<file path="config.mk">
export PLATFORM = sky130hd
export DESIGN_NAME = loop_mode_fsm
export DESIGN_NICKNAME = d
export VERILOG_FILES = /design/src/hdl/fx3_bus_pkg.sv /design/src/hdl/loop_ctrl_pkg.sv /design/src/hdl/loop_mode_fsm.sv
export SDC_FILE = /design/constraint.sdc
export NUM_CORES = 1
export LEC_CHECK = 0
export BUFFER_PORTS_ARGS = -buffer_cell sky130_fd_sc_hd__buf_2
export CAP_MARGIN = 0
export CORE_UTILIZATION = 40
export CTS_BUF_LIST = sky130_fd_sc_hd__clkbuf_4
export DETAILED_ROUTE_END_ITERATION = 8
export GPL_TIMING_DRIVEN = 0
export HOLD_SLACK_MARGIN = 0.1
export SETUP_SLACK_MARGIN = 0.05
export SKIP_CTS_REPAIR_TIMING = 1
export SLEW_MARGIN = 20
export SYNTH_ARGS = -nofsm -noshare
export SYNTH_HDL_FRONTEND = slang
export SYNTH_SLANG_ARGS = --single-unit
</file>
<file path="constraint.sdc">
create_clock -name usb_clk -period 3.7 [get_ports usb_clk]
set_input_delay 0.74 -clock usb_clk [delete_from_list [all_inputs] [get_ports usb_clk]]
set_output_delay 0.74 -clock usb_clk [all_outputs]
set_load 0.05 [all_outputs]
</file>
<file path="src/hdl/fx3_bus_pkg.sv">
`default_nettype none

package fx3_bus_pkg;

    // data pins wired between fpga and bridge
    localparam int FX3_DATA_BITS = 16;

    // one word on the slave fifo data bus
    typedef logic [FX3_DATA_BITS-1:0] fx3_word_t;

    // a1:a0 socket select
    typedef logic [1:0] fx3_addr_t;

    // host to fpga socket, used while streaming out
    localparam fx3_addr_t ADDR_READ_THREAD = 2'd3;

    // fpga to host socket, used while streaming in
    localparam fx3_addr_t ADDR_WRITE_THREAD = 2'd0;

    // parked address, no thread touched
    localparam fx3_addr_t ADDR_PARKED = 2'd2;

    // bridge samples slrd low, data on pins this many cycles later
    localparam int FX3_READ_LATENCY = 2;

endpackage

`default_nettype wire

</file>
<file path="src/hdl/loop_ctrl_pkg.sv">
`default_nettype none

package loop_ctrl_pkg;

    // bus master modes
    typedef enum logic [1:0] {
        // waiting for read thread ready
        MODE_IDLE       = 2'd0,
        // pulling one block from the bridge
        MODE_STREAM_OUT = 2'd1,
        // fixed gap between read and write
        MODE_TURNAROUND = 2'd2,
        // pushing the block back to the bridge
        MODE_STREAM_IN  = 2'd3
    } loop_mode_t;

    // words per block, one bridge buffer
    localparam int BLOCK_WORDS = 512;

    // wide enough to hold BLOCK_WORDS itself
    typedef logic [9:0] block_count_t;

    // block fifo depth is 2**FIFO_ADDR_BITS
    localparam int FIFO_ADDR_BITS = 10;

    // cycles spent in turnaround
    localparam int TURNAROUND_CYCLES = 10;

    // read in flight: pin register, bridge latency, capture register
    localparam int RD_PIPE_DEPTH = 1 + fx3_bus_pkg::FX3_READ_LATENCY + 1;

endpackage

`default_nettype wire

</file>
<file path="src/hdl/loop_mode_fsm.sv">
`default_nettype none

module loop_mode_fsm (
    input  wire                       usb_clk,
    input  wire                       reset_,
    input  wire                       flag_c_q_i,
    input  wire                       rd_done_i,
    input  wire                       wr_done_i,
    output loop_ctrl_pkg::loop_mode_t mode_o,
    output logic                      rd_en_o,
    output logic                      wr_en_o
);
    import loop_ctrl_pkg::*;

    loop_mode_t   mode_q;
    loop_mode_t   mode_next;
    block_count_t turn_cnt;
    logic         turn_done;

    // turnaround counter has run down
    assign turn_done = (turn_cnt == '0);

    // next mode
    always_comb begin
        mode_next = mode_q;
        case (mode_q)
            MODE_IDLE: begin
                // bridge has a block for us
                if (flag_c_q_i) begin
                    mode_next = MODE_STREAM_OUT;
                end
            end
            MODE_STREAM_OUT: begin
                if (rd_done_i) begin
                    mode_next = MODE_TURNAROUND;
                end
            end
            MODE_TURNAROUND: begin
                if (turn_done) begin
                    mode_next = MODE_STREAM_IN;
                end
            end
            MODE_STREAM_IN: begin
                // whole block written back
                if (wr_done_i) begin
                    mode_next = MODE_IDLE;
                end
            end
            default: begin
                mode_next = MODE_IDLE;
            end
        endcase
    end

    // mode register and turnaround down-counter
    always_ff @(posedge usb_clk or negedge reset_) begin
        if (!reset_) begin
            mode_q   <= MODE_IDLE;
            turn_cnt <= '0;
        end else begin
            mode_q <= mode_next;
            // load on entry, so turnaround lasts TURNAROUND_CYCLES
            if (mode_q == MODE_STREAM_OUT) begin
                turn_cnt <= block_count_t'(TURNAROUND_CYCLES - 1);
            end else if (mode_q == MODE_TURNAROUND && !turn_done) begin
                turn_cnt <= turn_cnt - 1'b1;
            end
        end
    end

    assign mode_o = mode_q;

    // one engine active per mode
    assign rd_en_o = (mode_q == MODE_STREAM_OUT);
    assign wr_en_o = (mode_q == MODE_STREAM_IN);

endmodule

`default_nettype wire

</file>
==> qor.yml <==
p_leak_nw: 0.386
via_per_inst: 4.74
clock-sinks: 12
ff2ff_path_depth: 6
yosysTopAreaCell: "dfrtp_1"
rsz0062_at_grt: "false"
synth_fp_nets: 84
ys_top_cells_by_area: "dfrtp_1 (41%), ha_1 (8.6%), nor2_1 (6.2%)"
synth_seq_cells: 12
synth-simple-area-share: 0.247
clock_path_buffers: 2
avgSynthCellArea_um2: 9.81
slew_violations: 0
critPathRequiredTime_ns: 3.90
area.growth.synth_to_final_pct: 13.4
core_mm2: 0.00171
fp.dieW_um: 44.6
std_cell_rows: 15
first_iter_violations: 5
grt_pass1_vias: 471
r2r-end: "turn_cnt[5]"
vias: 526
clk_latency_ns: 0.27
drt_pass1_iterations: 4
fin_tns_setup_ns: 0
max_freq_mhz: 463
syn-instance-count: 74
cp_data_arrival_time_ns: 2.36
cp-start-kind: "register"
htree_levels: 1
clockPowerShare: 0.126
end_kind: "register"
io_buffers: 8
path_clk_slew_ns: 0.08
crit_path_start: "mode_o[0]"
synth.top_cell.area_share: 0.414
die_y_um: 44.6
drv_cap: 0
synth.cells.most_frequent: "dfrtp_1 (12), nor2_1 (12), inv_1 (9), nand2_1 (6), ha_1 (5)"
ant_nets: 0
hold_class: "primary input to asynchronous set/reset pin"
cp_max_fo: 5
yosysUniqueCellTypes: 26
min_period_ns: 2.16
p_comb_frac: 0.539
r2r_setup_slack_ns: 1.54
hpwl_um: 955
drt-total-wl_um: 1300
post_drt_wl_per_cell_um: 11.7
switching_power_mw: 0.328
gr-total-overflow: 0
regArea_um2: 300
fin_skew_ns: 0.00166
cts_buffers: 3
gp_congestion: 0.742
io_pins: 9
reg2reg_from: "mode_o[0]"
muxShareOfSynthArea: 0.0707
cts_tree: "done"
n_antenna_cell: 0
die-area_mm2: 0.00199
setup_viol: 0
yosys_warnings: 0
vdd_drop_max_uv: 385
async_flop_share: 1.00
synth_top_family_by_area: "simple AND/OR/NAND/NOR gates"
max_slew_margin: 0.411
finalInstanceArea_um2: 823
synthAdderAreaFrac: 0.0862
p_int_mw: 0.348
initial_core_util: 0.425
dp.cells: 107
pwr-share-seq: 0.335
track_usage: 0.157
fin_cells: 111
status: "complete, no violations"
cts-root-buf: "clkbuf_4"
drive_above_1_share: 0.186
multi_input_comb_area_um2: 388
post-route-period-util: 0.584
endpoint: "turn_cnt[5]"
route.detailed.drc: 0
grt_max_degree: 13
placed_area_um2: 797
antenna_found_initial: 0
synth-compound-area-share: 0.107
grt_pass1_wl_um: 2190
netlist_area_um2: 726
final.fill_count: 173
crit_type: "register to register"
power.density_mw_per_mm2: 821
hold_viol_final: 0
ys.flop_type: "dfrtp_1"
worstMarginPinSlew_ns: 0.872
swShare: 0.486
nets: 97
holdWs_ns: 0.333
synth-xor-area-share: 0.0241
synth_edf_count: 0
ys_seq_area_frac: 0.414
==> registers in the layout, indices dropped and copies added, names as in the netlist <==
| name | flops |
|---|---|
| mode_o | 2 |
| turn_cnt | 10 |
==> metrics by stage <==
stage / utilization / setup WS, ns / total power [mW]
after floorplan: - / 1.44 / 0.519
after detailed placement: 0.467 / 1.57 / 0.596
after global placement: 0.467 / 1.61 / 0.587
final: 0.482 / 1.54 / 0.676
after global routing: 0.482 / 1.32 / 0.732
after CTS: 0.482 / 1.55 / 0.683
==> cell type report <==
| class | instances | share of cell area |
|---|---|---|
| Clock buffer | 3 | 0.0274 |
| Inverter | 9 | 0.0410 |
| Timing Repair Buffer | 8 | 0.0486 |
| Buffer | 1 | 0.00456 |
| Multi-Input combinational cell | 52 | 0.471 |
| Clock inverter | 1 | 0.00456 |
| Sequential cell | 12 | 0.365 |
| Tap cell | 25 | 0.0380 |
==> cell usage in the layout, fill, tap and decap left out, drive strengths merged, types with 2 or more instances in the layout <==
cell / instances
a211oi: 2
ha: 5
a21oi: 4
nor2b: 2
dfrtp: 12
nor2: 12
nor4: 2
mux2i: 4
clkbuf: 4
buf: 8
nor4b: 2
nand2: 6
xnor2: 2
inv: 9
==> how the worst min path moves through the flow <==
stage | start | to | slack (ns) | cells past startpoint
floorplan | reset_ | mode_o[0] | 0.44 | 0
global placement | turn_cnt[0] | turn_cnt[0] | 0.55 | 2
detailed placement | turn_cnt[0] | turn_cnt[0] | 0.55 | 2
CTS | reset_ | turn_cnt[1] | 0.33 | 1
global route | reset_ | turn_cnt[3] | 0.34 | 1
finish | reset_ | turn_cnt[0] | 0.33 | 1
==> power by group through the flow <==
stage	Clock [mW]	Combinational, mW	Sequential (mW)
2_1_floorplan	0	0.261	0.258
3_3_place_gp	0	0.360	0.227
3_5_place_dp	0	0.367	0.229
4_1_cts	0.0887	0.368	0.226
5_1_grt	0.0931	0.405	0.234
6_report	0.0851	0.364	0.227
==> metal layers <==
layer / track usage / share of wire / up-vias
met5: 0 / 0 / -
met4: 0.0727 / 0.017 / 0
met3: 0.0490 / 0.016 / 4
met2: 0.212 / 0.43 / 4
met1: 0.226 / 0.53 / 240
li1: - / - / 278
==> critical path, stage by stage (launching register included) <==
cell,delay [ns]
dfrtp_1,0.43
inv_1,0.10
ha_1,0.24
nor4b_1,0.74
nand2_1,0.16
a211o_1,0.30
a21oi_1,0.12
==> kinds of logic after synthesis <==
group,Yosys count
flip-flops,12
XOR/XNOR,2
buffers and inverters,10
AO/OA/AOI/OAI,11
multiplexers,5
adder cells (fa/ha/maj),5
AND/OR/NAND/NOR,29
No activity file was read; power rests on OpenSTA's default activity.
