## src/hdl/fx3_bus_pkg.sv

```systemverilog
`default_nettype none

package fx3_bus_pkg;

    // data pins wired between fpga and bridge
    localparam int FX3_DATA_BITS = 16;

    // one word on the slave fifo data bus
    typedef logic [FX3_DATA_BITS-1:0] fx3_word_t;

    // a1:a0 socket select
    typedef logic [1:0] fx3_addr_t;

    // host to fpga socket, used while streaming out
    localparam fx3_addr_t ADDR_READ_THREAD = 2'd3;

    // fpga to host socket, used while streaming in
    localparam fx3_addr_t ADDR_WRITE_THREAD = 2'd0;

    // parked address, no thread touched
    localparam fx3_addr_t ADDR_PARKED = 2'd2;

    // bridge samples slrd low, data on pins this many cycles later
    localparam int FX3_READ_LATENCY = 2;

endpackage

`default_nettype wire

```

## src/hdl/loop_ctrl_pkg.sv

```systemverilog
`default_nettype none

package loop_ctrl_pkg;

    // bus master modes
    typedef enum logic [1:0] {
        // waiting for read thread ready
        MODE_IDLE       = 2'd0,
        // pulling one block from the bridge
        MODE_STREAM_OUT = 2'd1,
        // fixed gap between read and write
        MODE_TURNAROUND = 2'd2,
        // pushing the block back to the bridge
        MODE_STREAM_IN  = 2'd3
    } loop_mode_t;

    // words per block, one bridge buffer
    localparam int BLOCK_WORDS = 512;

    // wide enough to hold BLOCK_WORDS itself
    typedef logic [9:0] block_count_t;

    // block fifo depth is 2**FIFO_ADDR_BITS
    localparam int FIFO_ADDR_BITS = 10;

    // cycles spent in turnaround
    localparam int TURNAROUND_CYCLES = 10;

    // read in flight: pin register, bridge latency, capture register
    localparam int RD_PIPE_DEPTH = 1 + fx3_bus_pkg::FX3_READ_LATENCY + 1;

endpackage

`default_nettype wire

```

## src/hdl/stream_in_writer.sv

```systemverilog
`default_nettype none

module stream_in_writer (
    input  wire                         usb_clk,
    input  wire                         reset_,
    input  wire                         wr_en_i,
    input  wire                         flag_a_q_i,
    input  wire                         flag_b_q_i,
    input  wire fx3_bus_pkg::fx3_word_t pop_data_i,
    input  wire                         empty_i,
    output logic                        pop_o,
    output logic                        wr_n_o,
    output fx3_bus_pkg::fx3_word_t      wr_data_o,
    output logic                        wr_done_o
);
    import loop_ctrl_pkg::*;

    block_count_t wr_cnt;
    logic         wrote_all;
    logic         bridge_ready;

    // thread ready and not full
    assign bridge_ready = flag_a_q_i && flag_b_q_i;

    assign wrote_all = (wr_cnt == block_count_t'(BLOCK_WORDS));

    // pop only with room at the bridge and data in the fifo
    assign pop_o = wr_en_i && bridge_ready && !empty_i && !wrote_all;

    // words written this block
    always_ff @(posedge usb_clk or negedge reset_) begin
        if (!reset_) begin
            wr_cnt <= '0;
        end else if (!wr_en_i) begin
            wr_cnt <= '0;
        end else if (pop_o) begin
            wr_cnt <= wr_cnt + 1'b1;
        end
    end

    // head word and strobe leave together
    // both land in the same pin register stage
    assign wr_n_o    = ~pop_o;
    assign wr_data_o = pop_data_i;

    // held one cycle, mode leaves stream-in next edge
    assign wr_done_o = wr_en_i && wrote_all;

endmodule

`default_nettype wire

```

## config.mk

```make
export PLATFORM = sky130hd
export DESIGN_NAME = stream_in_writer
export DESIGN_NICKNAME = d
export VERILOG_FILES = /design/src/hdl/fx3_bus_pkg.sv /design/src/hdl/loop_ctrl_pkg.sv /design/src/hdl/stream_in_writer.sv
export SDC_FILE = /design/constraint.sdc
export NUM_CORES = 1
export LEC_CHECK = 0
export ABC_AREA = 1
export BUFFER_PORTS_ARGS = -buffer_cell sky130_fd_sc_hd__buf_2
export CAP_MARGIN = 20
export CELL_PAD_IN_SITES_DETAIL_PLACEMENT = 0
export CELL_PAD_IN_SITES_GLOBAL_PLACEMENT = 2
export CORE_ASPECT_RATIO = 0.7
export CORE_MARGIN = 3
export CORE_UTILIZATION = 20
export CTS_CLUSTER_DIAMETER = 150
export DETAILED_ROUTE_END_ITERATION = 7
export GPL_TIMING_DRIVEN = 1
export PLACE_DENSITY_LB_ADDON = 0.1
export SLEW_MARGIN = 15
export SYNTH_ARGS = -nofsm -noshare
export SYNTH_HDL_FRONTEND = slang
export SYNTH_SLANG_ARGS = --single-unit
export TNS_END_PERCENT = 20
```

## constraint.sdc

```tcl
create_clock -name usb_clk -period 1.19 [get_ports usb_clk]
set_input_delay 0.238 -clock usb_clk [delete_from_list [all_inputs] [get_ports usb_clk]]
set_output_delay 0.238 -clock usb_clk [all_outputs]
set_load 0.01 [all_outputs]
```

==> flow_summary.json <==
{
  "setup_slack_of_the_critical_path_after_layout_ns": -0.309,
  "failed_checks": "setup timing",
  "drv_slew": 0,
  "design.die.area_um2": 4890,
  "dr_total_vias": 766,
  "track_usage": 0.106,
  "power_per_cell_area_nw_per_um2": 792,
  "final_common_cell": "sky130_fd_sc_hd__nand2_1",
  "drt_iter0_markers": 21,
  "synth-seq-cells": 10,
  "path_max_fanout": 3,
  "fmax_mhz": 667,
  "cts_inserted_buffers": 3,
  "diodes": 0,
  "synth_sequential_area_ratio": 0.307,
  "cap_violations": 0,
  "die_height_um": 59.4,
  "grt_antenna_before_repair": 0,
  "yosys.area.top_type": "sky130_fd_sc_hd__dfrtp_1",
  "worstSetupEndpointType": "output pin",
  "synth_area_leaders": "sky130_fd_sc_hd__dfrtp_1, sky130_fd_sc_hd__buf_4, sky130_fd_sc_hd__nand2_1",
  "postSynthCellCount": 117,
  "worstSkewPairLatency_ns": 0.24,
  "reg.largest.list": "wr_cnt: 10 flops",
  "largest_register_ffs": 10,
  "result_of_the_run": "finished with violations",
  "syn-num-nets": 141,
  "cts-root-to-sink-buffers": 2,
  "power.ir.vdd_worst_uv": 525,
  "syn_area_um2": 816,
  "io-pin-count": 41,
  "die-width_um": 82.3,
  "regToRegEndpoint": "wr_cnt[9]$_DFFE_PN0P_",
  "slowest_stage": "sky130_fd_sc_hd__dfrtp_1",
  "detailed_place_hpwl_um": 1850,
  "layout_worst_path_cycle_share": 1.26,
  "drt-vias-per-instance": 4.14,
  "crit_type": "flip-flop to output pin",
  "rows": 18,
  "critPathRequiredTime_ns": 0.95,
  "final.min_clock_period_ns": 1.50,
  "totalWireLength_um": 2330,
  "numPortBuffers": 8,
  "cts_tree": "done",
  "timing.final.setup_violations": 13,
  "leakage_nw": 0.576,
  "number_of_hold_violations_in_the_final_report": 0,
  "wire_length_of_the_first_global_routing_pass_um": 3810,
  "timing.max_slew.rel_slack": 0.827,
  "synthDistinctLibCells": 18,
  "clkSinkCount": 10,
  "grt_start_max_net_pins": 11,
  "postRouteAntennaNets": 0,
  "setup.worst_path.start_class": "flip-flop",
  "top_reg_by_flops": "wr_cnt",
  "setup_repair_after_global_routing_missed_its_margin": "yes",
  "setup_tns_ns": -2.72,
  "rr_worst_depth": 9,
  "total_power_uw": 881,
  "globalRoute.totalOverflow": 0,
  "place.gp.congestion": 0.749,
  "worst_min_delay_path_category": "input pin to asynchronous set/reset pin",
  "nNetsFinal": 160,
  "htree_levels": 1,
  "clk_pin_slew_ns": 0.05,
  "synthesis.yosys.warnings": 0,
  "worst-r2r-setup-slack_ns": -0.21,
  "cp_slowest_stage_delay_ns": 0.39,
  "route.detailed.drc": 0,
  "clock-skew-final_ns": 0.00177,
  "effective_utilization_at_floorplan": 0.220,
  "worstPathCellList": "inv_2 > ha_4 > nand3_4 > nor3_2 > buf_2",
  "cts_root_buf": "sky130_fd_sc_hd__clkbuf_8",
  "tightest_slew_ns": 0.260,
  "synthToLayoutAreaGrowth_pct": 36.4,
  "cp_data_arrival_time_ns": 1.26,
  "r2r_start": "wr_cnt[0]$_DFFE_PN0P_",
  "core-area_um2": 3720,
  "post-synth-top-area-fraction": 0.307,
  "avgRoutedWirePerCell_um": 12.6,
  "synth.avg_cell_area_um2": 6.97,
  "first_pass_iters": 4,
  "top_library_cells_by_usage_in_the_layout_fill_and_taps_aside": "sky130_fd_sc_hd__nand2_1, sky130_fd_sc_hd__buf_4, sky130_fd_sc_hd__inv_1, sky130_fd_sc_hd__dfrtp_1, sky130_fd_sc_hd__nand3_1",
  "grt_pass1_vias": 749,
  "drive_gt1_frac": 0.415
}
[report_power, final]
part	total, mW	switching [mW]	internal [mW]
combinational	0.0964	0.0536	0.0428
clock	0.439	0.147	0.292
sequential	0.345	0.00190	0.343
[logic make-up after synthesis]
family | Yosys count | synth area share
AO/OA/AOI/OAI | 5 | 0.0307
buffers and inverters | 32 | 0.242
AND/OR/NAND/NOR | 68 | 0.390
flip-flops | 10 | 0.307
adder cells (fa/ha/maj) | 2 | 0.0307
[worst max path at each step]
stage	start	endpoint	slack (ns)	cells past startpoint
floorplan	wr_cnt[1]$_DFFE_PN0P_	pop_o	-0.04	6
global placement	wr_cnt[1]$_DFFE_PN0P_	pop_o	-0.19	6
detailed placement	wr_cnt[0]$_DFFE_PN0P_	pop_o	-0.19	6
CTS	wr_cnt[0]$_DFFE_PN0P_	wr_done_o	-0.32	5
global route	wr_cnt[0]$_DFFE_PN0P_	wr_done_o	-0.36	5
finish	wr_cnt[0]$_DFFE_PN0P_	wr_done_o	-0.31	5
[stage by stage]
| step | util | hold WS, ns | setup slack [ns] | std cells | cell area, um^2 |
|---|---|---|---|---|---|
| global route | 0.299 | 0.435 | -0.359 | 185 | 1110 |
| global placement | 0.262 | 0.130 | -0.194 | 176 | 975 |
| detailed placement | 0.262 | 0.129 | -0.195 | 176 | 975 |
| floorplan | - | -0.0576 | -0.0354 | 117 | 860 |
| CTS | 0.292 | 0.422 | -0.324 | 185 | 1080 |
| finish | 0.299 | 0.404 | -0.309 | 185 | 1110 |
[cell usage after synthesis]
| cell type | n |
|---|---|
| sky130_fd_sc_hd__nand3_2 | 1 |
| sky130_fd_sc_hd__inv_2 | 1 |
| sky130_fd_sc_hd__nand3_1 | 10 |
| sky130_fd_sc_hd__ha_1 | 2 |
| sky130_fd_sc_hd__o21ai_1 | 3 |
| sky130_fd_sc_hd__inv_4 | 1 |
| sky130_fd_sc_hd__nor2_2 | 2 |
| sky130_fd_sc_hd__o21ai_0 | 2 |
| sky130_fd_sc_hd__nand4_1 | 7 |
| sky130_fd_sc_hd__nor2_1 | 13 |
| sky130_fd_sc_hd__nor3_1 | 1 |
| sky130_fd_sc_hd__nor2_4 | 1 |
| sky130_fd_sc_hd__inv_1 | 12 |
| sky130_fd_sc_hd__nor3_4 | 1 |
| sky130_fd_sc_hd__dfrtp_1 | 10 |
| sky130_fd_sc_hd__nand2_1 | 32 |
| sky130_fd_sc_hd__buf_6 | 2 |
| sky130_fd_sc_hd__buf_4 | 16 |
[routing by layer]
metal | global-route usage | wire (um)
met5 | 0 | 0
met4 | 0.0332 | 44
met3 | 0.0365 | 117
met2 | 0.137 | 936
met1 | 0.161 | 1230
[critical path, delay by kind of cell (launching register included)]
kind	cells	cell delay, ns
adder cells (fa/ha/maj)	1	0.14
buffers and inverters	2	0.24
flip-flops	1	0.39
AND/OR/NAND/NOR	2	0.24
[cell type report]
type | instances | area, um^2
Inverter | 14 | 55.1
Clock buffer | 4 | 55.1
Multi-Input combinational cell | 75 | 450
Fill cell | 406 | 2600
Sequential cell | 10 | 250
Tap cell | 50 | 62.6
Timing Repair Buffer | 32 | 239
[timing repair]
action	in CTS	in global routing
resized for setup	5	7
endpoints found under the setup margin	13	13
endpoints found under the hold margin	10	0
setup buffers	4	0
hold buffers	1	0
pin swaps	1	8
(Power assumes the default switching activity.)
