File: config.mk
export PLATFORM = sky130hd
export DESIGN_NAME = fx3_bus_port
export DESIGN_NICKNAME = d
export VERILOG_FILES = /design/src/hdl/fx3_bus_pkg.sv /design/src/hdl/loop_ctrl_pkg.sv /design/src/hdl/fx3_bus_port.sv
export SDC_FILE = /design/constraint.sdc
export NUM_CORES = 1
export LEC_CHECK = 0
export ABC_CLOCK_PERIOD_IN_PS = 1000
export CORE_MARGIN = 1.5
export CORE_UTILIZATION = 59
export CTS_BUF_LIST = sky130_fd_sc_hd__clkbuf_16
export CTS_CLUSTER_SIZE = 28
export DETAILED_ROUTE_END_ITERATION = 16
export DONT_BUFFER_PORTS = 1
export GPL_TIMING_DRIVEN = 0
export PLACE_DENSITY = 0.78
export SLEW_MARGIN = 40
export SYNTH_ARGS = -nofsm -noshare
export SYNTH_HDL_FRONTEND = slang
export SYNTH_SLANG_ARGS = --single-unit
File: constraint.sdc
create_clock -name usb_clk -period 1 [get_ports usb_clk]
set_input_delay 0.15 -clock usb_clk [delete_from_list [all_inputs] [get_ports usb_clk]]
set_output_delay 0.15 -clock usb_clk [all_outputs]
set_load 0.03 [all_outputs]
File: src/hdl/fx3_bus_pkg.sv
`default_nettype none

package fx3_bus_pkg;

    // data pins wired between fpga and bridge
    localparam int FX3_DATA_BITS = 16;

    // one word on the slave fifo data bus
    typedef logic [FX3_DATA_BITS-1:0] fx3_word_t;

    // a1:a0 socket select
    typedef logic [1:0] fx3_addr_t;

    // host to fpga socket, used while streaming out
    localparam fx3_addr_t ADDR_READ_THREAD = 2'd3;

    // fpga to host socket, used while streaming in
    localparam fx3_addr_t ADDR_WRITE_THREAD = 2'd0;

    // parked address, no thread touched
    localparam fx3_addr_t ADDR_PARKED = 2'd2;

    // bridge samples slrd low, data on pins this many cycles later
    localparam int FX3_READ_LATENCY = 2;

endpackage

`default_nettype wire

File: src/hdl/loop_ctrl_pkg.sv
`default_nettype none

package loop_ctrl_pkg;

    // bus master modes
    typedef enum logic [1:0] {
        // waiting for read thread ready
        MODE_IDLE       = 2'd0,
        // pulling one block from the bridge
        MODE_STREAM_OUT = 2'd1,
        // fixed gap between read and write
        MODE_TURNAROUND = 2'd2,
        // pushing the block back to the bridge
        MODE_STREAM_IN  = 2'd3
    } loop_mode_t;

    // words per block, one bridge buffer
    localparam int BLOCK_WORDS = 512;

    // wide enough to hold BLOCK_WORDS itself
    typedef logic [9:0] block_count_t;

    // block fifo depth is 2**FIFO_ADDR_BITS
    localparam int FIFO_ADDR_BITS = 10;

    // cycles spent in turnaround
    localparam int TURNAROUND_CYCLES = 10;

    // read in flight: pin register, bridge latency, capture register
    localparam int RD_PIPE_DEPTH = 1 + fx3_bus_pkg::FX3_READ_LATENCY + 1;

endpackage

`default_nettype wire

File: src/hdl/fx3_bus_port.sv
`default_nettype none

module fx3_bus_port (
    input  wire                           usb_clk,
    input  wire                           reset_,
    input  wire                           flag_a_i,
    input  wire                           flag_b_i,
    input  wire                           flag_c_i,
    input  wire                           flag_d_i,
    input  wire fx3_bus_pkg::fx3_word_t   data_i,
    input  wire loop_ctrl_pkg::loop_mode_t mode_i,
    input  wire                           rd_n_i,
    input  wire                           oe_n_i,
    input  wire                           wr_n_i,
    input  wire fx3_bus_pkg::fx3_word_t   wr_data_i,
    output logic                          flag_a_q_o,
    output logic                          flag_b_q_o,
    output logic                          flag_c_q_o,
    output logic                          flag_d_q_o,
    output fx3_bus_pkg::fx3_word_t        rd_data_o,
    output logic                          slcs_n_o,
    output logic                          slrd_n_o,
    output logic                          sloe_n_o,
    output logic                          slwr_n_o,
    output fx3_bus_pkg::fx3_addr_t        fifo_addr_o,
    output fx3_bus_pkg::fx3_word_t        data_o,
    output logic                          data_oe_o
);
    import fx3_bus_pkg::*;
    import loop_ctrl_pkg::*;

    fx3_addr_t addr_next;

    // socket select follows the mode
    always_comb begin
        case (mode_i)
            MODE_STREAM_OUT: addr_next = ADDR_READ_THREAD;
            MODE_STREAM_IN:  addr_next = ADDR_WRITE_THREAD;
            default:         addr_next = ADDR_PARKED;
        endcase
    end

    // flags from bridge, one stage
    always_ff @(posedge usb_clk or negedge reset_) begin
        if (!reset_) begin
            flag_a_q_o <= 1'b0;
            flag_b_q_o <= 1'b0;
            flag_c_q_o <= 1'b0;
            flag_d_q_o <= 1'b0;
        end else begin
            flag_a_q_o <= flag_a_i;
            flag_b_q_o <= flag_b_i;
            flag_c_q_o <= flag_c_i;
            flag_d_q_o <= flag_d_i;
        end
    end

    // controls to bridge, all active low
    always_ff @(posedge usb_clk or negedge reset_) begin
        if (!reset_) begin
            slcs_n_o    <= 1'b1;
            slrd_n_o    <= 1'b1;
            sloe_n_o    <= 1'b1;
            slwr_n_o    <= 1'b1;
            fifo_addr_o <= ADDR_PARKED;
        end else begin
            // deselect only while idle
            slcs_n_o    <= (mode_i == MODE_IDLE);
            slrd_n_o    <= rd_n_i;
            sloe_n_o    <= oe_n_i;
            slwr_n_o    <= wr_n_i;
            fifo_addr_o <= addr_next;
        end
    end

    // data capture and launch
    always_ff @(posedge usb_clk) begin
        rd_data_o <= data_i;
        data_o    <= wr_data_i;
    end

    // drive the pads only in a write cycle
    assign data_oe_o = ~slwr_n_o;

endmodule

`default_nettype wire

==> flow_metrics.tcl, run 1 <==
set metrics [dict create \
    rows 14 \
    cts.sinks 42 \
    stop_stage "clock tree synthesis" \
    synth-seq-area-share_pct 97.8 \
    clock_tree.htree_level_count 2 \
    cts_made_buffers 5 \
    initial_utilization_pct 62.3 \
    post_synth_instance_area_um2 917 \
    holdBufCountCts 42 \
    floorplan_die_width_um 42.4 \
    ios 86 \
    cts_root_buf "sky130_fd_sc_hd__clkbuf_16" \
    synth.yosys.warnings 0 \
    global_placer_s_final_weighted_congestion 0.700 \
    run.stop_error "[ERROR DPL-0038] Utilization greater than 100%, impossible to legalize" \
    height_of_the_chip_um 42.4 \
    postSynthNetCount 89 \
    ys_seq_elements 42 \
    cts_setup_buffers 0 \
    synth_cell_type_count 7 \
    cts.repair.resized 2 \
    placement.io_buffers 0 \
    synthCells 46 \
    run_status "aborted with a tool error" \
    cts-root-to-sink-buffers 2 \
    avgSynthCellArea_um2 19.9 \
]
-- kinds of logic after synthesis --
kind of cell,count (synthesis),synth area share [%]
flops,42,97.8
buf+inv,1,0.409
simple gates,3,1.77
-- through the flow --
step / hold WS (ps) / area (um^2) / instances / setup WS [ps] / util (%)
2_1_floorplan: -146 / 917 / 46 / 79.6 / -
3_5_place_dp: -145 / 937 / 62 / 56.3 / 63.7
3_3_place_gp: -145 / 937 / 62 / 65.4 / 63.7
-- cells in the mapped netlist --
library cell	number	area, um^2
sky130_fd_sc_hd__dfxtp_1	32	641
sky130_fd_sc_hd__inv_1	1	3.75
sky130_fd_sc_hd__nor2b_2	1	8.76
sky130_fd_sc_hd__nor2_1	1	3.75
sky130_fd_sc_hd__nand2_1	1	3.75
sky130_fd_sc_hd__dfrtp_1	5	125
sky130_fd_sc_hd__dfstp_2	5	131
==> run 2, diff against run 1 <==
--- a/config.mk
+++ b/config.mk
@@ -6,14 +6,12 @@
 export NUM_CORES = 1
 export LEC_CHECK = 0
 export ABC_CLOCK_PERIOD_IN_PS = 1000
-export CORE_MARGIN = 1.5
-export CORE_UTILIZATION = 59
-export CTS_BUF_LIST = sky130_fd_sc_hd__clkbuf_16
-export CTS_CLUSTER_SIZE = 28
+export CORE_AREA = 2 2 63 65
 export DETAILED_ROUTE_END_ITERATION = 16
+export DIE_AREA = 0 0 65 67
 export DONT_BUFFER_PORTS = 1
 export GPL_TIMING_DRIVEN = 0
-export PLACE_DENSITY = 0.78
+export PLACE_DENSITY_LB_ADDON = 0.15
 export SLEW_MARGIN = 40
 export SYNTH_ARGS = -nofsm -noshare
 export SYNTH_HDL_FRONTEND = slang
==> run 2 against run 1 <==
The flow now finishes, with violations (setup timing). Synthesized cell count unchanged. Area after synthesis did not move.
==> flow_metrics.tcl, run 2 <==
set metrics [dict create \
    layout_common_cells "sky130_fd_sc_hd__dlygate4sd3_1 (42), sky130_fd_sc_hd__dfxtp_1 (32), sky130_fd_sc_hd__clkbuf_8 (5), sky130_fd_sc_hd__dfrtp_1 (5), sky130_fd_sc_hd__dfstp_2 (5)" \
    floorplan.die_area_um2 4360 \
    largest_registers "data_o: 16 flops, rd_data_o: 16 flops, fifo_addr_o: 2 flops" \
    grtUsageTotal_pct 9.53 \
    timing.hold.worst.class "in -> async" \
    insertedDiodeCount 0 \
    power_per_cell_area_nw_per_um2 2120 \
    worstSetupStartpoint "slwr_n_o" \
    ys.flop_type "sky130_fd_sc_hd__dfxtp_1" \
    cts-root-to-sink-buffers 2 \
    synthSimpleGateAreaFrac_pct 1.77 \
    run_status "complete, but fails checks" \
    antenna_found_initial 0 \
    fin_util_pct 41.3 \
    max_clock_freq_mhz 857 \
    height_of_the_chip_um 67 \
    ys_top_cells_by_count "sky130_fd_sc_hd__dfxtp_1 (32), sky130_fd_sc_hd__dfrtp_1 (5), sky130_fd_sc_hd__dfstp_2 (5)" \
    core_area_um2 3610 \
    worst-path-buf-inv 1 \
    cp_cell_sequence "inv_4" \
    grt-ovfl-total 0 \
    via_count 533 \
    avgSynthCellArea_um2 19.9 \
    initial_utilization_pct 25.4 \
    cts_made_buffers 5 \
    violations "setup timing" \
    synth_xor_area_share_pct 0 \
    worst-endpoint-arrival_ps 1020 \
    crit_cells 1 \
    wl_per_cell_um 12.9 \
    power.share.switching_pct 24.8 \
    crit_path_start_kind "flop" \
    worst_setup_hold_path_clk_slew_ps 70 \
    cp_slowest_cell "sky130_fd_sc_hd__dfstp_2" \
    synth-seq-area-share_pct 97.8 \
    synth_area_leader_cell "sky130_fd_sc_hd__dfxtp_1" \
    post_synth_fa_ha_maj_area_fraction_pct 0 \
    num-nets-final 138 \
    vias_in_the_first_global_route 628 \
    post_synth_instance_area_um2 917 \
    clock_tree.htree_level_count 2 \
    synth.mux.area_fraction_pct 0 \
    min_period_ps 1170 \
    wl_mm 1.86 \
    routed_via_density 3.70 \
    placement.io_buffers 0 \
    synth.yosys.warnings 0 \
    rsz_0062_raised_after_global_routing "true" \
    finalCritPeriodShare_pct 117 \
    synth_enable_flop_cells 0 \
    cp_top_family "flip-flops" \
    timing_max_transition_violations_final 0 \
    ios 86 \
    tritoncts_clock_tree "done" \
    power.share.combinational_pct 4.6 \
    firstDrtPassIters 3 \
    worst_setup_path_end_kind "output port" \
    fill_cell_total_of_the_finished_layout 341 \
    clock_power_share_pct 32.2 \
    worst_stage_delay_on_the_critical_path_ps 650 \
    critPathKind "reg -> out" \
    yosys.area.top_type_share_pct 69.8 \
    postSynthNetCount 89 \
    post_route_cells_drive_above_1_share_pct 15.6 \
    postRouteAntennaNets 0 \
    floorplan_die_width_um 65 \
    dominant_combinational_cell_family_by_area_after_synthesis "simple AND/OR/NAND/NOR gates" \
    most_frequent_standard_cell_in_the_layout_excluding_fill_and_tap_cells "sky130_fd_sc_hd__dlygate4sd3_1" \
    cts.sinks 42 \
    seq_power_share_pct 63.2 \
    violation_count_after_the_first_detailed_routing_iteration 12 \
    p_leak_nw 0.618 \
    slew-limit-headroom_pct 72.2 \
    worst_slew_pin_slew_ps 416 \
    grt_max_degree 15 \
    final-hold-violation-count 0 \
    synthCells 46 \
    syn_to_final_growth_pct 62.3 \
    rows 22 \
    finalSetupViolCount 6 \
    final_routed_drc_violation_total 0 \
    layout_setup_ws_ps -167 \
    cap_viol_max_count 0 \
    path_max_fanout 2 \
    fin_tns_setup_ps -445 \
    cp.required_ps 850 \
    switchingPower_uw 783 \
    global_placer_s_final_weighted_congestion 0.598 \
    synth_top_cells_by_area "sky130_fd_sc_hd__dfxtp_1 (70%), sky130_fd_sc_hd__dfstp_2 (14%), sky130_fd_sc_hd__dfrtp_1 (14%)" \
    fin_worst_hold_slack_ps 231 \
    cts_root_buf "sky130_fd_sc_hd__clkbuf_8" \
    fraction_of_synthesis_flops_using_an_asynchronous_set_or_reset_pin_pct 23.8 \
    synth_compound_gate_area_share_pct 0 \
    synthMostInstantiatedCell "sky130_fd_sc_hd__dfxtp_1" \
    cts_setup_buffers 0 \
    ys_seq_elements 42 \
    grt_first_pass_wirelength_mm 2.84 \
    power.internal_mw 2.38 \
    synth_cell_type_count 7 \
    vdd_ir_drop_max_v 0.00117 \
]
run 2: cell counts after synthesis:
Identical to the previous run, type by type.
run 2: cells by family (layout without fill, tap and decap cells):
| group | count (synthesis) | after routing |
|---|---|---|
| buffers and inverters | 1 | 51 |
| flip-flops | 42 | 42 |
| AND/OR/NAND/NOR | 3 | 3 |
run 2: worst paths after layout:
| check | end | slack (ps) |
|---|---|---|
| max in group asynchronous | slcs_n_o | 450 |
| min | flag_c_q_o | 230 |
| max | data_oe_o | -170 |
| min in group usb_clk | slrd_n_o | 400 |
run 2: repair_timing:
item	4_1_cts	5_1_grt
hold endpoints to repair	52	0
endpoints found under the setup margin	6	6
hold buffers	42	0
gates resized for setup	2	0
run 2: per-stage QoR:
step | total power, mW | cell area, um^2 | setup WS (ps) | std cells
floorplan | 2.03 | 917 | 79.6 | 46
global placement | 2.05 | 977 | 66.7 | 94
detailed placement | 2.04 | 977 | 72.4 | 94
CTS | 3.23 | 1490 | -186 | 144
global route | 3.33 | 1490 | -207 | 144
finish | 3.16 | 1490 | -167 | 144
run 2: layout make-up:
class / instances / area (um^2) / area share (%)
sequential: 42 / 897 / 60.3
timing repair buffer: 42 / 420 / 28.2
clock buffer: 5 / 68.8 / 4.62
tap: 48 / 60.1 / 4.03
clock inverter: 3 / 20.0 / 1.34
multi-input combinational: 3 / 16.3 / 1.09
inverter: 1 / 6.26 / 0.420
run 2: power groups by stage:
stage               clock, mW  sequential (mW)  combinational, mW
floorplan                   0             2.02            0.00890
global placement            0             2.04            0.00935
detailed placement          0             2.03            0.00938
CTS                      1.09             2.00              0.148
global route             1.16             2.01              0.163
finish                   1.02             2.00              0.147
run 2: routing by layer:
| metal | up-vias | wire [um] | track usage [%] |
|---|---|---|---|
| met4 | 0 | 54 | 7.18 |
| met5 | - | 0 | 0 |
| li1 | 235 | - | - |
| met1 | 234 | 553 | 7.74 |
| met3 | 7 | 259 | 5.07 |
| met2 | 57 | 992 | 17.1 |
(Power assumes the default switching activity.)
