[src/hdl/fx3_bus_pkg.sv]
`default_nettype none

package fx3_bus_pkg;

    // data pins wired between fpga and bridge
    localparam int FX3_DATA_BITS = 16;

    // one word on the slave fifo data bus
    typedef logic [FX3_DATA_BITS-1:0] fx3_word_t;

    // a1:a0 socket select
    typedef logic [1:0] fx3_addr_t;

    // host to fpga socket, used while streaming out
    localparam fx3_addr_t ADDR_READ_THREAD = 2'd3;

    // fpga to host socket, used while streaming in
    localparam fx3_addr_t ADDR_WRITE_THREAD = 2'd0;

    // parked address, no thread touched
    localparam fx3_addr_t ADDR_PARKED = 2'd2;

    // bridge samples slrd low, data on pins this many cycles later
    localparam int FX3_READ_LATENCY = 2;

endpackage

`default_nettype wire

[src/hdl/loop_ctrl_pkg.sv]
`default_nettype none

package loop_ctrl_pkg;

    // bus master modes
    typedef enum logic [1:0] {
        // waiting for read thread ready
        MODE_IDLE       = 2'd0,
        // pulling one block from the bridge
        MODE_STREAM_OUT = 2'd1,
        // fixed gap between read and write
        MODE_TURNAROUND = 2'd2,
        // pushing the block back to the bridge
        MODE_STREAM_IN  = 2'd3
    } loop_mode_t;

    // words per block, one bridge buffer
    localparam int BLOCK_WORDS = 512;

    // wide enough to hold BLOCK_WORDS itself
    typedef logic [9:0] block_count_t;

    // block fifo depth is 2**FIFO_ADDR_BITS
    localparam int FIFO_ADDR_BITS = 10;

    // cycles spent in turnaround
    localparam int TURNAROUND_CYCLES = 10;

    // read in flight: pin register, bridge latency, capture register
    localparam int RD_PIPE_DEPTH = 1 + fx3_bus_pkg::FX3_READ_LATENCY + 1;

endpackage

`default_nettype wire

[src/hdl/stream_out_reader.sv]
`default_nettype none

module stream_out_reader (
    input  wire                         usb_clk,
    input  wire                         reset_,
    input  wire                         rd_en_i,
    input  wire                         flag_d_q_i,
    input  wire fx3_bus_pkg::fx3_word_t rd_data_i,
    output logic                        rd_n_o,
    output logic                        oe_n_o,
    output logic                        push_o,
    output fx3_bus_pkg::fx3_word_t      push_data_o,
    output logic                        rd_done_o
);
    import loop_ctrl_pkg::*;

    block_count_t             rd_cnt;
    logic [RD_PIPE_DEPTH-1:0] inflight;
    logic                     issued_all;
    logic                     issue;

    // stop issuing at one block
    assign issued_all = (rd_cnt == block_count_t'(BLOCK_WORDS));

    // one read per cycle while the thread has data
    assign issue = rd_en_i && flag_d_q_i && !issued_all;

    always_ff @(posedge usb_clk or negedge reset_) begin
        if (!reset_) begin
            rd_cnt   <= '0;
            inflight <= '0;
        end else begin
            // bit k set means a read issued k+1 cycles ago
            inflight <= {inflight[RD_PIPE_DEPTH-2:0], issue};
            if (!rd_en_i) begin
                rd_cnt <= '0;
            end else if (issue) begin
                rd_cnt <= rd_cnt + 1'b1;
            end
        end
    end

    // strobe is registered at the pins
    assign rd_n_o = ~issue;
    // bridge drives the bus all through stream-out
    assign oe_n_o = ~rd_en_i;

    // landed word sits in the capture register
    assign push_o      = inflight[RD_PIPE_DEPTH-1];
    assign push_data_o = rd_data_i;

    // all issued and nothing left in flight
    assign rd_done_o = rd_en_i && issued_all && (inflight == '0);

endmodule

`default_nettype wire

[config.mk]
export PLATFORM = sky130hd
export DESIGN_NAME = stream_out_reader
export DESIGN_NICKNAME = d
export VERILOG_FILES = /design/src/hdl/fx3_bus_pkg.sv /design/src/hdl/loop_ctrl_pkg.sv /design/src/hdl/stream_out_reader.sv
export SDC_FILE = /design/constraint.sdc
export NUM_CORES = 1
export LEC_CHECK = 0
export ABC_AREA = 1
export BUFFER_PORTS_ARGS = -buffer_cell sky130_fd_sc_hd__buf_2
export CAP_MARGIN = 0
export CORE_MARGIN = 2
export CORE_UTILIZATION = 40
export CTS_BUF_LIST = sky130_fd_sc_hd__clkbuf_8
export DETAILED_ROUTE_END_ITERATION = 6
export GPL_TIMING_DRIVEN = 0
export PLACE_DENSITY = 0.69
export RECOVER_POWER = 100
export SLEW_MARGIN = 15
export SYNTH_ARGS = -nofsm -noshare
export SYNTH_HDL_FRONTEND = slang
export SYNTH_SLANG_ARGS = --single-unit
export TNS_END_PERCENT = 30
[constraint.sdc]
create_clock -name usb_clk -period 1.7 [get_ports usb_clk]
set_input_delay 0.255 -clock usb_clk [delete_from_list [all_inputs] [get_ports usb_clk]]
set_output_delay 0.255 -clock usb_clk [all_outputs]
set_load 0.02 [all_outputs]
==> qor.csv, run 1 <==
metric,value,unit
Synth Register Bits,14,
Clock Latency Late Sink,0.24,ns
mapped cell area,930.9,um^2
Final Power,0.7646,mW
Area Overhead vs Synth,22.58,%
post-synthesis sequential area ratio,0.3763,
area share of the largest cell type after synthesis,0.3763,
r2r setup slk,0.19,ns
Syn Inst Count,115,
starting density of the core,0.4208,
Clock Pin Slew Worst Setup and Hold Paths,0.05,ns
nets,168,
CTS tree,built,
layout cells sized above 1,0.2917,
Final setup viols,0,
Total GRT Usage,0.1506,
post-route ant nets,0,
"CP delay by family, top",flip-flops,
Die Y,52.24,um
# port buffers,22,
Max Slew Vio Count,0,
vias post-DR,801,
DIE WIDTH,52.24,um
CP max FO,2,
violation count after the first detailed-routing iteration,10,
drt pass-1 iters,3,
critical path arrival,1.38,ns
Top Ports,40,
final wirelength,1886,um
vias in the first global route,714,
CTS Sinks,14,
slowest stage cell on the critical path,dfrtp_1,
max_slew headroom,0.4659,
Netlist cell types,21,
vias per cell,4.657,
initial antenna violation count,0,
row count,17,
cell taking the most area after synthesis,dfrtp_1,
MaxCap Viol Count,0,
FILL cells,223,
PD cells,670.0,mW/mm^2
Root Buffer,clkbuf_8,
Worst Hold Margin,0.3395,ns
"Req. time, crit path",1.44,ns
Total Die Area,0.002729,mm^2
Hold Fails Final Rpt,0,
largest net degree at the start of global routing,15,
crit-path cells,inv_1 > ha_4 > nand3_4 > nor2_4 > and3_2 > buf_4,
Syn Nets,137,
worst-margin pin slew,0.8012,ns
CTS Buf Count,3,
Final Critical Period,1.634,ns
Final Cycle Share,0.9612,
HPWL after detailed placement,1500,um
ant diodes,0,
first-pass GRT wire length,2946,um
Syn. warnings,0,
core box area,0.002212,mm^2
Avg Synthesized Cell Area,8.095,um^2
Buf/Inv on CP,2,
clock skew,0.0009996,ns
pre-CTS WS,0.1722,ns
kind of critical path,register to output port,
Leak,0.5550,nW
CTS max path bufs,2,
CP Capture Type,output port,
Final GP Congestion,0.8101,
post-DR wirelength/cell,10.97,um
H-tree levels,1,
grt ovf,0,
Critical Path Max Stage Delay,0.38,ns
TNS Setup,0,ns
"Worst Setup Slack, final",0.06592,ns
Max Freq,612.0,MHz
Synth area leaders,"dfrtp_1, buf_4, nand2_1",
Critical Path Start Type,register,
worst min-delay path category,input port to register,
drc violations,0,
Peak VDD IR,429.9,uV
status,"finished, final reports clean",
-- metrics by stage --
stage	instance area (um^2)	instances	utilization
after CTS	1147	171	0.5187
after floorplan	930.9	115	-
after global placement	1076	165	0.4864
final	1141	172	0.5158
after global routing	1141	172	0.5158
after detailed placement	1076	165	0.4864
-- worst reg2reg max path, cell delays in order (launching register included) --
cell and delay, ns:
dfrtp_1 0.37, inv_2 0.07, ha_4 0.16, nand3_4 0.09, nor2_4 0.05, buf_4 0.12, nor2_1 0.12, clkbuf_2 0.26
nand4_1 0.12, nand2_1 0.08
-- where the power goes --
part	total, mW	switching (mW)	internal (mW)
sequential	0.351	0.00700	0.344
combinational	0.147	0.0849	0.0620
clock	0.266	0.110	0.157
total	0.765	0.202	0.563
-- cell usage in the layout (no fill, tap or decap), drive strengths merged --
cell | synthesis | final
nand2 | 26 | 26
buf | 19 | 24
clkbuf | 0 | 23
dfrtp | 14 | 14
inv | 14 | 14
nor2 | 10 | 10
nand3 | 10 | 10
nand4 | 8 | 8
o21ai | 7 | 7
o21bai | 2 | 2
ha | 2 | 2
nor3 | 1 | 1
and3 | 1 | 1
or2 | 1 | 1
dlygate4sd3 | 0 | 1
-- layout make-up --
| class | count | area [um^2] | share of cell area |
|---|---|---|---|
| buffer | 19 | 143.9 | 0.1261 |
| tap | 28 | 35.03 | 0.03070 |
| sequential | 14 | 351.6 | 0.3081 |
| clock buffer | 3 | 41.29 | 0.03618 |
| inverter | 14 | 55.05 | 0.04825 |
| multi-input combinational | 68 | 392.9 | 0.3443 |
| timing repair buffer | 26 | 121.4 | 0.1064 |
-- cell usage after synthesis (all sizes together) --
library cell,instances
nor2,10
ha,2
nand2,26
o21bai,2
or2,1
nand3,10
inv,14
o21ai,7
dfrtp,14
buf,19
and3,1
nor3,1
nand4,8
-- routing by layer --
layer / up-vias / global-route usage / wire length, um
met5: - / 0 / 0
met4: 0 / 0.07692 / 38
met3: 4 / 0.03429 / 118
met2: 34 / 0.2637 / 929
met1: 351 / 0.1696 / 800
li1: 412 / - / -
-- what timing repair did --
item,CTS,global route
resized for setup,3,5
endpoints found under the hold margin,14,0
setup buffers,2,1
hold buffers,1,0
setup endpoints to repair,1,1
pin swaps,1,1
-- path summary, 6_finish.rpt --
kind | from | to | depth (start not counted)
min in group asynchronous | reset_ | rd_cnt[1]$_DFFE_PN0P_ | 2
max in group asynchronous | reset_ | rd_cnt[5]$_DFFE_PN0P_ | 2
setup / recovery | rd_cnt[1]$_DFFE_PN0P_ | rd_done_o | 6
hold reg to reg | inflight[2]$_DFF_PN0_ | inflight[3]$_DFF_PN0_ | 0
hold / removal | rd_en_i | rd_cnt[9]$_DFFE_PN0P_ | 3
setup reg to reg | rd_cnt[0]$_DFFE_PN0P_ | rd_cnt[5]$_DFFE_PN0P_ | 9
-- cells by family after synthesis --
| family | after synthesis | synth area share |
|---|---|---|
| flops | 14 | 0.3763 |
| buf+inv | 33 | 0.2204 |
| simple gates | 57 | 0.3105 |
| compound gates | 9 | 0.06586 |
| fa+ha+maj | 2 | 0.02688 |
-- flip-flops by register name (all words and copies together) (netlist names) --
name      flops
rd_cnt       10
inflight      4
Power figures use the tool's default switching activity.
==> run 2: changes to the inputs <==
clock period = 1.6 ns   (was 1.7 ns; I/O delays follow)
==> qor.csv, run 2 (same netlist as run 1, synthesis figures left out) <==
metric,value,unit,change
row count,17,,unchanged
area occupied by multi-input gates,409.1,um^2,+4.1%
Total GRT Usage,0.1652,,+0.01456
Post-DP Area,0.001076,mm^2,unchanged
largest net degree at the start of global routing,15,,unchanged
status,"finished, final reports clean",,
Top reg by flops,rd_cnt,,
Reg area,350.3,um^2,-0.36%
CTS tree,built,,
Layout Utilization,0.5509,,+0.03507
HPWL after detailed placement,1500,um,unchanged
vias post-DR,844,,+5.4%
clock skew,0.002049,ns,+0.001050 ns
vias in the first global route,772,,+8.1%
DIE WIDTH,52.24,um,unchanged
Total Die Area,0.002729,mm^2,unchanged
Root Buffer,clkbuf_8,,
Hold Crit Endpoint,rd_cnt[9]$_DFFE_PN0P_,,
Clock Latency Late Sink,0.24,ns,about the same
worst-margin pin slew,0.7794,ns,-0.02180 ns
CTS Buf Count,3,,unchanged
Critical Path Max Stage Delay,0.39,ns,about the same
DP Cell Count,165,,unchanged
initial antenna violation count,0,,unchanged
grt ovf,0,,unchanged
drt pass-1 iters,4,,+1
CP max FO,2,,unchanged
final wirelength,2024,um,+7.3%
ant diodes,0,,unchanged
kind of critical path,register to output port,,
TNS Setup,0,ns,unchanged
H-tree levels,1,,unchanged
worst hold stages,3,,unchanged
"Req. time, crit path",1.36,ns,-0.08 ns
Peak VDD IR,463.1,uV,+7.7%
RSZ-0062 raised after global routing,true,,
fin cells,179,,+4.1%
pre-CTS WS,0.08718,ns,-0.08500 ns
worst flop-to-flop path endpoint,rd_cnt[8]$_DFFE_PN0P_,,
nets,175,,+4.2%
vias per cell,4.715,,+1.2%
"commonest non-fill, non-tap cell in the layout",buf_4,,
PD cells,681.1,mW/mm^2,+1.6%
Final Cycle Share,0.9915,,
Leak,0.5937,nW,+7.0%
core box area,0.002212,mm^2,unchanged
worst min-delay path category,input port to register,,
drc violations,0,,unchanged
MaxCap Viol Count,0,,unchanged
layout cells sized above 1,0.3510,,+0.05933
Worst Hold Margin,0.3202,ns,-0.01928 ns
first-pass GRT wire length,3236,um,+9.8%
starting density of the core,0.4208,,unchanged
CP Capture Type,output port,,
FILL cells,219,,-1.8%
Final Critical Period,1.586,ns,
Final GP Congestion,0.8101,,unchanged
Area Overhead vs Synth,30.91,%,
CTS max path bufs,2,,unchanged
Final setup viols,0,,unchanged
Final Power,0.8300,mW,+8.6%
max reg flops,10,,unchanged
most frequent cells in the layout,"buf_4, nand2_1, clkbuf_1",,
Max Freq,630.4,MHz,
Clock Pin Slew Worst Setup and Hold Paths,0.05,ns,about the same
Max Slew Vio Count,0,,unchanged
# port buffers,22,,unchanged
critical path arrival,1.35,ns,-0.03 ns
post-route ant nets,0,,unchanged
CTS Sinks,14,,unchanged
Top Ports,40,,unchanged
r2r setup slk,0.22,ns,+0.03 ns
post-DR wirelength/cell,11.31,um,+3.1%
violation count after the first detailed-routing iteration,5,,-5
"Worst Setup Slack, final",0.01366,ns,-0.05226 ns
Die Y,52.24,um,unchanged
Critical Path Start Type,register,,
R2R depth,8,,-1
Hold Startpoint,rd_en_i,,
post-route cell area,0.001219,mm^2,+6.8%
crit-path cells,inv_2 > ha_4 > nand3_4 > nor2_4 > and3_4 > buf_6,,
R2R Path Start,rd_cnt[0]$_DFFE_PN0P_,,
Largest regs,"rd_cnt: 10 flops, inflight: 4 flops",,
max_slew headroom,0.4804,,+0.01453
slowest stage cell on the critical path,dfrtp_1,,
Hold Fails Final Rpt,0,,unchanged
## run 2: area by class of cell
| class | instances | area share |
|---|---|---|
| flip-flops and latches | 14 | 0.2875 |
| repair buffers | 33 | 0.1458 |
| multi-input cells | 68 | 0.3357 |
| well taps | 28 | 0.02875 |
| inverters | 14 | 0.04517 |
| plain buffers | 19 | 0.1232 |
| clock buffers | 3 | 0.03388 |
## run 2: how the worst max path moves through the flow
| stage | start | endpoint | cells after the start |
|---|---|---|---|
| 2_1_floorplan | rd_cnt[0]$_DFFE_PN0P_ | rd_done_o | 5 |
| 3_3_place_gp | rd_cnt[0]$_DFFE_PN0P_ | rd_done_o | 6 |
| 3_5_place_dp | rd_cnt[0]$_DFFE_PN0P_ | rd_done_o | 6 |
| 4_1_cts | rd_cnt[2]$_DFFE_PN0P_ | rd_done_o | 5 |
| 5_1_grt | rd_cnt[1]$_DFFE_PN0P_ | rd_done_o | 6 |
| 6_report | rd_cnt[1]$_DFFE_PN0P_ | rd_done_o | 6 |
## run 2: worst max-delay path, delay by kind of cell (launching register included)
kind,cells,cell delay [ns]
and+or+nand+nor,3,0.37
DFF,1,0.39
buffers and inverters,2,0.20
adders and majority gates,1,0.14
## run 2: what timing repair did
| action | in CTS | in global routing |
|---|---|---|
| endpoints found under the setup margin | 2 | 2 |
| endpoints found under the hold margin | 14 | 0 |
| gates resized for setup | 9 | 2 |
| hold buffers | 1 | 0 |
| setup buffers | 8 | 2 |
| pin swaps | 3 | 5 |
## run 2: report_power, final
group	internal (mW)	leakage (nW)	switching [mW]
logic	0.0775	0.383	0.0942
registers	0.366	0.190	0.00790
clock network	0.167	0.0216	0.118
## run 2: per-layer routing
| metal | share of wire | routed length, um | GRT usage | vias to the layer above |
|---|---|---|---|---|
| li1 | - | - | - | 425 |
| met3 | 0.060 | 121 | 0.03429 | 4 |
| met4 | 0.019 | 38 | 0.07692 | 0 |
| met1 | 0.41 | 825 | 0.1753 | 377 |
| met2 | 0.51 | 1037 | 0.3080 | 38 |
| met5 | 0 | 0 | 0 | - |
